[src/rtl/uart_cfg_pkg.sv]
package uart_cfg_pkg;

  // ----------------------------------------
  // Character format
  // ----------------------------------------

  // Stored character width, upper bits zero for short words
  localparam int unsigned CHAR_W = 8;

  // Data bits per character
  typedef enum logic [1:0] {
    WLEN_5 = 2'b00,
    WLEN_6 = 2'b01,
    WLEN_7 = 2'b10,
    WLEN_8 = 2'b11
  } word_len_e;

  // Parity bit handling
  typedef enum logic [2:0] {
    PAR_NONE  = 3'b000, // No parity bit on the line
    PAR_ODD   = 3'b001,
    PAR_EVEN  = 3'b010,
    PAR_MARK  = 3'b011, // Parity bit forced 1
    PAR_SPACE = 3'b100  // Parity bit forced 0
  } parity_e;

  // ----------------------------------------
  // Receive FIFO
  // ----------------------------------------

  // Fill level that raises the trigger
  typedef enum logic [1:0] {
    TRIG_1  = 2'b00,
    TRIG_4  = 2'b01,
    TRIG_8  = 2'b10,
    TRIG_14 = 2'b11
  } rx_trig_e;

endpackage

[src/rtl/uart_rx_pkg.sv]
package uart_rx_pkg;

  // ----------------------------------------
  // Oversampling
  // ----------------------------------------

  localparam int unsigned OVS_RATE   = 16; // Ticks per bit
  localparam int unsigned OVS_CNT_W  = 4;  // Bit timer width
  localparam int unsigned BIT_CENTER = 8;  // Last majority sample, strobe point

  // Majority window
  localparam int unsigned MAJ_CLEAR  = 5;  // Sample counter cleared here
  localparam int unsigned MAJ_FIRST  = 6;  // First of three samples

  // ----------------------------------------
  // Frame decoder
  // ----------------------------------------

  // Index into the receive shift register
  localparam int unsigned BIT_IDX_W  = 3;

  // Frame FSM
  typedef enum logic [1:0] {
    RX_IDLE   = 2'b00, // Waiting for a start sample
    RX_DATA   = 2'b01,
    RX_PARITY = 2'b10,
    RX_STOP   = 2'b11
  } rx_state_e;

endpackage

[src/rtl/rx_sampler.sv]
`timescale 1ns/10ps

module rx_sampler #(
  parameter int unsigned CLKS_PER_TICK = 4,
  parameter int unsigned SYNC_STAGES   = 2
) (
  input  logic clk_i,
  input  logic rst_n_i,
  input  logic rxd_i,
  input  logic frame_active_i,
  output logic bit_center_o,
  output logic bit_value_o
);

  import uart_rx_pkg::*;

  // Divider width, one bit minimum
  localparam int unsigned DIV_W = (CLKS_PER_TICK > 1) ? $clog2(CLKS_PER_TICK) : 1;

  logic [SYNC_STAGES-1:0] sync_q;
  logic                   rxd_sync;

  logic [DIV_W-1:0]       div_q;
  logic                   tick;

  logic [OVS_CNT_W-1:0]   timer_q, timer_d;
  logic                   timer_hold;

  logic [1:0]             high_cnt_q, high_cnt_d;
  logic                   center_hit;
  logic                   majority;

  // ----------------------------------------
  // Input synchronizer
  // ----------------------------------------

  always_ff @(posedge clk_i) begin
    if (!rst_n_i) begin
      sync_q <= '1; // Line idles high
    end else begin
      sync_q <= {sync_q[SYNC_STAGES-2:0], rxd_i};
    end
  end

  assign rxd_sync = sync_q[SYNC_STAGES-1];

  // ----------------------------------------
  // Oversample tick
  // ----------------------------------------

  // Free running, so start phase jitters by up to one tick
  assign tick = (div_q == DIV_W'(CLKS_PER_TICK - 1));

  always_ff @(posedge clk_i) begin
    if (!rst_n_i) begin
      div_q <= '0;
    end else if (tick) begin
      div_q <= '0;
    end else begin
      div_q <= div_q + 1'b1;
    end
  end

  // ----------------------------------------
  // Bit timer and majority filter
  // ----------------------------------------

  // Parked at zero on an idle high line
  assign timer_hold = !frame_active_i && rxd_sync;

  always_comb begin
    timer_d    = timer_q;
    high_cnt_d = high_cnt_q;
    if (timer_hold) begin
      timer_d = '0;
    end else if (tick) begin
      if (timer_q == OVS_CNT_W'(OVS_RATE - 1)) begin
        timer_d = '0; // Wrap into the next bit
      end else begin
        timer_d = timer_q + 1'b1;
      end
      // Window 6..8, counted on the tick entering each count
      if (timer_d == OVS_CNT_W'(MAJ_CLEAR)) begin
        high_cnt_d = '0;
      end else if (timer_d >= OVS_CNT_W'(MAJ_FIRST) && timer_d <= OVS_CNT_W'(BIT_CENTER)) begin
        high_cnt_d = high_cnt_q + {1'b0, rxd_sync};
      end
    end
  end

  // Reaching the center only happens on a counting tick
  assign center_hit = !timer_hold && tick && (timer_d == OVS_CNT_W'(BIT_CENTER));
  assign majority   = high_cnt_d[1]; // Two or three high samples

  always_ff @(posedge clk_i) begin
    if (!rst_n_i) begin
      timer_q      <= '0;
      high_cnt_q   <= '0;
      bit_center_o <= 1'b0;
    end else begin
      timer_q      <= timer_d;
      high_cnt_q   <= high_cnt_d;
      bit_center_o <= center_hit; // One clock wide
    end
  end

  // Sampled value, qualified by the strobe
  always_ff @(posedge clk_i) begin
    if (center_hit) begin
      bit_value_o <= majority;
    end
  end

endmodule

[src/rtl/rx_frame_decoder.sv]
`timescale 1ns/10ps

module rx_frame_decoder (
  input  logic                          clk_i,
  input  logic                          rst_n_i,
  input  logic                          bit_center_i,
  input  logic                          bit_value_i,
  input  uart_cfg_pkg::word_len_e       word_len_i,
  input  uart_cfg_pkg::parity_e         parity_i,
  output logic                          frame_active_o,
  output logic                          char_valid_o,
  output logic [uart_cfg_pkg::CHAR_W-1:0] char_data_o,
  output logic                          char_parity_err_o,
  output logic                          char_frame_err_o,
  output logic                          char_break_o
);

  import uart_cfg_pkg::*;
  import uart_rx_pkg::*;

  rx_state_e              state_q, state_d;
  logic [BIT_IDX_W-1:0]   bit_idx_q, bit_idx_d;
  logic [BIT_IDX_W-1:0]   last_idx;

  logic [CHAR_W-1:0]      shift_q;   // Receive shift register
  logic                   ones_q;    // Any 1 seen in data or parity
  logic                   par_err_q;
  logic                   par_err_d;
  logic                   data_par;

  // ----------------------------------------
  // Word length decode
  // ----------------------------------------

  always_comb begin
    case (word_len_i)
      WLEN_5:  last_idx = BIT_IDX_W'(4);
      WLEN_6:  last_idx = BIT_IDX_W'(5);
      WLEN_7:  last_idx = BIT_IDX_W'(6);
      default: last_idx = BIT_IDX_W'(7);
    endcase
  end

  // ----------------------------------------
  // Frame FSM
  // ----------------------------------------

  always_comb begin
    state_d   = state_q;
    bit_idx_d = bit_idx_q;
    case (state_q)
      RX_IDLE: begin
        // High sample is a false start, stay here
        if (bit_center_i && !bit_value_i) begin
          state_d   = RX_DATA;
          bit_idx_d = '0;
        end
      end
      RX_DATA: begin
        if (bit_center_i) begin
          bit_idx_d = bit_idx_q + 1'b1;
          if (bit_idx_q == last_idx) begin
            state_d = (parity_i == PAR_NONE) ? RX_STOP : RX_PARITY;
          end
        end
      end
      RX_PARITY: begin
        if (bit_center_i) begin
          state_d = RX_STOP;
        end
      end
      RX_STOP: begin
        if (bit_center_i) begin
          state_d = RX_IDLE; // Low line here keeps the timer running
        end
      end
      default: state_d = RX_IDLE;
    endcase
  end

  always_ff @(posedge clk_i) begin
    if (!rst_n_i) begin
      state_q   <= RX_IDLE;
      bit_idx_q <= '0;
    end else begin
      state_q   <= state_d;
      bit_idx_q <= bit_idx_d;
    end
  end

  // ----------------------------------------
  // Parity check
  // ----------------------------------------

  assign data_par = ^shift_q; // Unused upper bits are zero

  always_comb begin
    case (parity_i)
      PAR_ODD:   par_err_d = ~(data_par ^ bit_value_i); // Even count of ones
      PAR_EVEN:  par_err_d = data_par ^ bit_value_i;
      PAR_MARK:  par_err_d = ~bit_value_i;
      PAR_SPACE: par_err_d = bit_value_i;
      default:   par_err_d = 1'b0;
    endcase
  end

  // Character payload
  always_ff @(posedge clk_i) begin
    if (bit_center_i) begin
      case (state_q)
        RX_IDLE: begin
          shift_q   <= '0;
          ones_q    <= 1'b0;
          par_err_q <= 1'b0; // Stays clear with PAR_NONE
        end
        RX_DATA: begin
          shift_q[bit_idx_q] <= bit_value_i; // LSB first
          ones_q             <= ones_q | bit_value_i;
        end
        RX_PARITY: begin
          par_err_q <= par_err_d;
          ones_q    <= ones_q | bit_value_i;
        end
        default: begin
          ones_q <= ones_q;
        end
      endcase
    end
  end

  // ----------------------------------------
  // Outputs
  // ----------------------------------------

  assign frame_active_o    = (state_q != RX_IDLE);
  assign char_valid_o      = bit_center_i && (state_q == RX_STOP); // Stop-bit center
  assign char_data_o       = shift_q;
  assign char_parity_err_o = par_err_q;
  assign char_frame_err_o  = ~bit_value_i; // Stop sample low
  assign char_break_o      = ~(ones_q | bit_value_i); // Whole frame low

endmodule

[src/rtl/rx_char_fifo.sv]
`timescale 1ns/10ps

module rx_char_fifo #(
  parameter int unsigned FIFO_DEPTH = 16
) (
  input  logic                            clk_i,
  input  logic                            rst_n_i,
  input  logic                            char_valid_i,
  input  logic [uart_cfg_pkg::CHAR_W-1:0] char_data_i,
  input  logic                            char_parity_err_i,
  input  logic                            char_frame_err_i,
  input  logic                            char_break_i,
  input  logic                            rd_en_i,
  input  logic                            flush_i,
  input  uart_cfg_pkg::rx_trig_e          trig_level_i,
  output logic [uart_cfg_pkg::CHAR_W-1:0] rd_data_o,
  output logic                            rd_parity_err_o,
  output logic                            rd_frame_err_o,
  output logic                            rd_break_o,
  output logic                            data_ready_o,
  output logic                            trigger_o,
  output logic                            overrun_o
);

  import uart_cfg_pkg::*;

  localparam int unsigned ENTRY_W = CHAR_W + 3;                 // Flags on top of data
  localparam int unsigned PTR_W   = (FIFO_DEPTH > 1) ? $clog2(FIFO_DEPTH) : 1;
  localparam int unsigned CNT_W   = $clog2(FIFO_DEPTH + 1);
  localparam int unsigned CMP_W   = (CNT_W > 4) ? CNT_W : 4;    // Room for 14

  logic [ENTRY_W-1:0] mem [FIFO_DEPTH];
  logic [PTR_W-1:0]   wr_ptr_q, rd_ptr_q;
  logic [CNT_W-1:0]   count_q;
  logic               full, empty;
  logic               push, pop;
  logic [CMP_W-1:0]   trig_chars;

  assign full  = (count_q == CNT_W'(FIFO_DEPTH));
  assign empty = (count_q == '0);

  // Flush wins over both sides
  assign push = char_valid_i && !full && !flush_i;
  assign pop  = rd_en_i && !empty && !flush_i; // Empty read ignored

  // ----------------------------------------
  // Storage
  // ----------------------------------------

  always_ff @(posedge clk_i) begin
    if (push) begin
      mem[wr_ptr_q] <= {char_parity_err_i, char_frame_err_i, char_break_i, char_data_i};
    end
  end

  always_ff @(posedge clk_i) begin
    if (!rst_n_i || flush_i) begin
      wr_ptr_q <= '0;
      rd_ptr_q <= '0;
      count_q  <= '0;
    end else begin
      if (push) begin
        wr_ptr_q <= (wr_ptr_q == PTR_W'(FIFO_DEPTH - 1)) ? '0 : wr_ptr_q + 1'b1;
      end
      if (pop) begin
        rd_ptr_q <= (rd_ptr_q == PTR_W'(FIFO_DEPTH - 1)) ? '0 : rd_ptr_q + 1'b1;
      end
      if (push && !pop) begin
        count_q <= count_q + 1'b1;
      end else if (pop && !push) begin
        count_q <= count_q - 1'b1;
      end
    end
  end

  // Character lost on a full FIFO
  always_ff @(posedge clk_i) begin
    if (!rst_n_i) begin
      overrun_o <= 1'b0;
    end else begin
      overrun_o <= char_valid_i && full && !flush_i;
    end
  end

  // ----------------------------------------
  // Head and status
  // ----------------------------------------

  assign {rd_parity_err_o, rd_frame_err_o, rd_break_o, rd_data_o} = mem[rd_ptr_q];
  assign data_ready_o = !empty;

  always_comb begin
    case (trig_level_i)
      TRIG_1:  trig_chars = CMP_W'(1);
      TRIG_4:  trig_chars = CMP_W'(4);
      TRIG_8:  trig_chars = CMP_W'(8);
      default: trig_chars = CMP_W'(14);
    endcase
  end

  assign trigger_o = (CMP_W'(count_q) >= trig_chars);

endmodule

[src/rtl/uart_rx_top.sv]
`timescale 1ns/10ps

module uart_rx_top #(
  parameter int unsigned CLKS_PER_TICK = 4,
  parameter int unsigned SYNC_STAGES   = 2,
  parameter int unsigned FIFO_DEPTH    = 16
) (
  input  logic                            clk_i,
  input  logic                            rst_n_i,
  input  logic                            rxd_i,
  input  uart_cfg_pkg::word_len_e         word_len_i,
  input  uart_cfg_pkg::parity_e           parity_i,
  input  uart_cfg_pkg::rx_trig_e          trig_level_i,
  input  logic                            rd_en_i,
  input  logic                            flush_i,
  output logic [uart_cfg_pkg::CHAR_W-1:0] rd_data_o,
  output logic                            rd_parity_err_o,
  output logic                            rd_frame_err_o,
  output logic                            rd_break_o,
  output logic                            data_ready_o,
  output logic                            trigger_o,
  output logic                            overrun_o
);

  import uart_cfg_pkg::*;

  // Sampler and decoder handshake
  logic              bit_center;
  logic              bit_value;
  logic              frame_active;

  // Decoded character
  logic              char_valid;
  logic [CHAR_W-1:0] char_data;
  logic              char_parity_err;
  logic              char_frame_err;
  logic              char_break;

  // ----------------------------------------
  // Receive pipeline
  // ----------------------------------------

  rx_sampler #(
    .CLKS_PER_TICK (CLKS_PER_TICK),
    .SYNC_STAGES   (SYNC_STAGES)
  ) u_sampler (
    .clk_i          (clk_i),
    .rst_n_i        (rst_n_i),
    .rxd_i          (rxd_i),
    .frame_active_i (frame_active),
    .bit_center_o   (bit_center),
    .bit_value_o    (bit_value)
  );

  rx_frame_decoder u_decoder (
    .clk_i             (clk_i),
    .rst_n_i           (rst_n_i),
    .bit_center_i      (bit_center),
    .bit_value_i       (bit_value),
    .word_len_i        (word_len_i),
    .parity_i          (parity_i),
    .frame_active_o    (frame_active),
    .char_valid_o      (char_valid),
    .char_data_o       (char_data),
    .char_parity_err_o (char_parity_err),
    .char_frame_err_o  (char_frame_err),
    .char_break_o      (char_break)
  );

  rx_char_fifo #(
    .FIFO_DEPTH (FIFO_DEPTH)
  ) u_fifo (
    .clk_i             (clk_i),
    .rst_n_i           (rst_n_i),
    .char_valid_i      (char_valid),
    .char_data_i       (char_data),
    .char_parity_err_i (char_parity_err),
    .char_frame_err_i  (char_frame_err),
    .char_break_i      (char_break),
    .rd_en_i           (rd_en_i),
    .flush_i           (flush_i),
    .trig_level_i      (trig_level_i),
    .rd_data_o         (rd_data_o),
    .rd_parity_err_o   (rd_parity_err_o),
    .rd_frame_err_o    (rd_frame_err_o),
    .rd_break_o        (rd_break_o),
    .data_ready_o      (data_ready_o),
    .trigger_o         (trigger_o),
    .overrun_o         (overrun_o)
  );

endmodule

[config.mk]
export PLATFORM = sky130hd
export DESIGN_NAME = uart_rx_top
export DESIGN_NICKNAME = d
export VERILOG_FILES = /design/src/rtl/uart_cfg_pkg.sv /design/src/rtl/uart_rx_pkg.sv /design/src/rtl/rx_sampler.sv /design/src/rtl/rx_frame_decoder.sv /design/src/rtl/rx_char_fifo.sv /design/src/rtl/uart_rx_top.sv
export SDC_FILE = /design/constraint.sdc
export NUM_CORES = 1
export LEC_CHECK = 0
export BUFFER_PORTS_ARGS = -buffer_cell sky130_fd_sc_hd__buf_2
export CORE_ASPECT_RATIO = 0.5
export CORE_MARGIN = 1
export CORE_UTILIZATION = 25
export CTS_BUF_LIST = sky130_fd_sc_hd__clkbuf_8
export CTS_CLUSTER_DIAMETER = 40
export CTS_CLUSTER_SIZE = 20
export DETAILED_ROUTE_END_ITERATION = 10
export SLEW_MARGIN = 20
export SYNTH_ARGS = -nofsm -noshare
export SYNTH_HDL_FRONTEND = slang
export SYNTH_SLANG_ARGS = --single-unit
[constraint.sdc]
create_clock -name clk_i -period 3.3 [get_ports clk_i]
set_input_delay 0.165 -clock clk_i [delete_from_list [all_inputs] [get_ports clk_i]]
set_output_delay 0.165 -clock clk_i [all_outputs]
set_load 0.05 [all_outputs]
==> results.yml <==
grt:
  grt_overflow: 0
  antenna_found_initial: 0
  grt_pass1_vias: 5022
  grt_max_degree: 45
  grt_pass1_wl_um: 28600
  grt_usage_pct: 9.52
floorplan:
  die_x_um: 277
  num_rows: 49
  die-area_mm2: 0.0385
  coreArea_mm2: 0.0365
  initial_utilization_pct: 25.8
  fp.dieH_um: 139
  io_pins: 26
route:
  antenna_left: 0
  viasPerCell: 4.38
  wl_um: 18300
  routed-via-count: 4876
  drc: 0
  drt_iter0_drc: 317
  wl_per_cell_um: 16.5
  dr.pass1.iters: 5
clock_tree:
  post_cts_buffers: 0
  cts_tree: "yes"
  cts_resized: 0
  numCtsBuffers: 28
  clk_latency_ns: 0.57
  clock-sinks: 221
  clkTransAtPathRegs_ns: 0.08
  cts_htree_levels: 1
  cts_root_buffer: "clkbuf_8"
  clk_path_buf_depth: 3
placement:
  dp.cells: 1057
  dpl_cell_area_mm2: 0.0102
  place_congestion: 0.765
  dp_hpwl_um: 11500
  port_buffers: 25
pwr:
  max-vdd-ir-drop_v: 0.000308
  swShare_pct: 21.6
  p_leak_nw: 3.11
  p_per_area_mw_per_mm2: 472
  power_frac_seq_pct: 58.3
  p_sw_mw: 1.11
  combinationalPowerShare_pct: 0.8
  internal_power_mw: 4.01
  p_clk_share_pct: 40.9
logic_synthesis:
  ys_types: 49
  synth_compound_area_share_pct: 3.13
  synth_enable_flop_cells: 187
  postSynth.asyncResetShare_pct: 0
  postSynthAreaPerCell_um2: 17.1
  synth_mux_area_share_pct: 16.0
  synth_xor_area_share_pct: 1.67
  syn_nets: 587
  synth-seq-cells: 221
  ys_warn_count: 0
  synth_adder_area_share_pct: 3.26
  synth_top_family_by_area: "multiplexers"
  yosysSeqAreaShare_pct: 66.8
  synth_top_flop_cell: "edfxtp_1"
  synth_area_mm2: 0.00943
  synthSimpleGateAreaFrac_pct: 6.95
  synth_cells: 551
final_layout:
  antennaDiodeCount: 0
  nets: 643
  final_common_cell: "edfxtp_1"
  final_core_util_pct: 29.7
  final.fill_count: 3596
  fin_cells: 1112
  multi_input_area_mm2: 0.00295
  drive_gt1_share_pct: 19.3
  stdcell_area_mm2: 0.0109
  syn_to_final_growth_pct: 15.2
  most-common-layout-cells: "edfxtp_1, nor2_1, mux4_1"
  regArea_mm2: 0.00630
status:
  status: "completed"
worst_setup_path:
  cp.required_ns: 3.77
  crit_arrival_ns: 3.49
  critical_path.startpoint_type: "flop"
  end_kind: "flop"
  worstPathMaxFanout: 7
  worstSetupPathType: "reg2reg"
sta:
  fin_tns_setup_ns: 0
  max_freq_mhz: 331
  maxSlewHeadroom_pct: 30.1
  setup_violations: 0
  hold_viol_final: 0
  rsz0062_at_grt: "no"
  tightest_slew_ns: 1.05
  fin_crit_ns: 3.02
  maxSlewViolCount: 0
  min_period_over_period_pct: 91.7
  finClkSkew_ns: 0.0389
hold_path:
  hp-class: "in2reg"
flow_run:
  cap_violations: 0
[kinds of logic (layout without fill, tap and decap cells)]
kind of cell             count (synthesis)  count (layout)
flip-flops                             221             221
AND/OR/NAND/NOR                        133             133
multiplexers                            68              68
AO/OA/AOI/OAI                           47              47
buffers and inverters                   40             117
adder cells (fa/ha/maj)                 24              24
XOR/XNOR                                18              18
[what timing repair did]
action / CTS / global route
hold endpoints to repair: 10 / 0
hold buffers: 4 / 0
setup endpoints to repair: 0 / 0
[cell usage after synthesis (all sizes together) (3+ instances only)]
library cell	n	area, µm²
nor3b	3	22.5
nand2	28	105
clkbuf	12	45.0
nor2b	12	75.1
dfxtp	34	681
nor2	44	165
inv	15	56.3
ha	23	288
buf	13	103
edfxtp	187	5620
nand2b	9	56.3
mux2i	13	130
a21oi	20	100
and2	3	18.8
o21ai	10	50.1
xnor2	10	87.6
xor2	8	70.1
mux4	55	1380
or3	3	18.8
nor3	10	50.1
nand3	7	35.0
a211oi	3	27.5
nand3b	4	30.0
[layer usage]
layer	up-vias	global-route usage [%]	routed length (µm)
met5	-	0	0
met4	0	2.46	348
met3	25	1.31	629
met2	87	17.1	9240
met1	2477	12.1	8090
li1	2287	-	-
[state kept, by name (all words and copies together), names as in the netlist, 2 cells and up, named ones only]
| name | cells |
|---|---|
| u_fifo.count_q | 5 |
| u_fifo.wr_ptr_q | 4 |
| u_sampler.div_q | 2 |
| u_decoder.state_q | 2 |
| u_decoder.bit_idx_q | 3 |
| u_sampler.timer_q | 4 |
| u_fifo.mem | 176 |
| u_decoder.char_data_o | 8 |
| u_sampler.high_cnt_q | 2 |
| u_fifo.rd_ptr_q | 4 |
| u_sampler.sync_q | 2 |
[path summary, 6_finish.rpt]
kind                                           from                     endpoint  slack, ns  cells after the start
worst max-delay path              u_fifo.count_q[0]            u_fifo.count_q[4]       0.28                     11
worst max register to register    u_fifo.count_q[0]            u_fifo.count_q[4]       0.28                     11
worst min register to register  u_sampler.sync_q[0]          u_sampler.sync_q[1]       0.41                      1
worst min-delay path                    parity_i[2]  u_decoder.char_parity_err_o       0.09                      3
[cell type report]
type                    count  area share [%]
clock inverters            23            2.04
flip-flops and latches    221            58.0
repair buffers             51            3.16
clock buffers              28            3.55
well taps                 484            5.58
inverters                  15           0.519
multi-input cells         290            27.2
[critical path: stages, from the launching register on]
cell,delay (ns)
dfxtp_1,0.39
nor4_2,0.48
nand2b_1,0.17
nand3b_1,0.24
ha_1,0.24
inv_1,0.11
fa_1,0.42
a21o_1,0.18
a21oi_1,0.18
xnor2_1,0.09
or3_1,0.30
a21oi_1,0.14
[power groups by stage]
stage	sequential [mW]	combinational (mW)	clock, mW
after global routing	2.98	0.0460	2.26
after detailed placement	3.05	0.0376	0
after floorplan	3.05	0.0219	0
after CTS	2.98	0.0415	2.16
after global placement	3.05	0.0363	0
final	2.98	0.0404	2.10
[through the flow]
stage	total power, mW	worst slack (ns)	hold slack [ns]
finish	5.12	0.275	0.0906
global route	5.29	0.0629	0.0871
CTS	5.18	0.259	0.0464
detailed placement	3.09	0.320	0.356
global placement	3.08	0.378	0.352
floorplan	3.07	0.229	0.266
(Power assumes the default switching activity.)
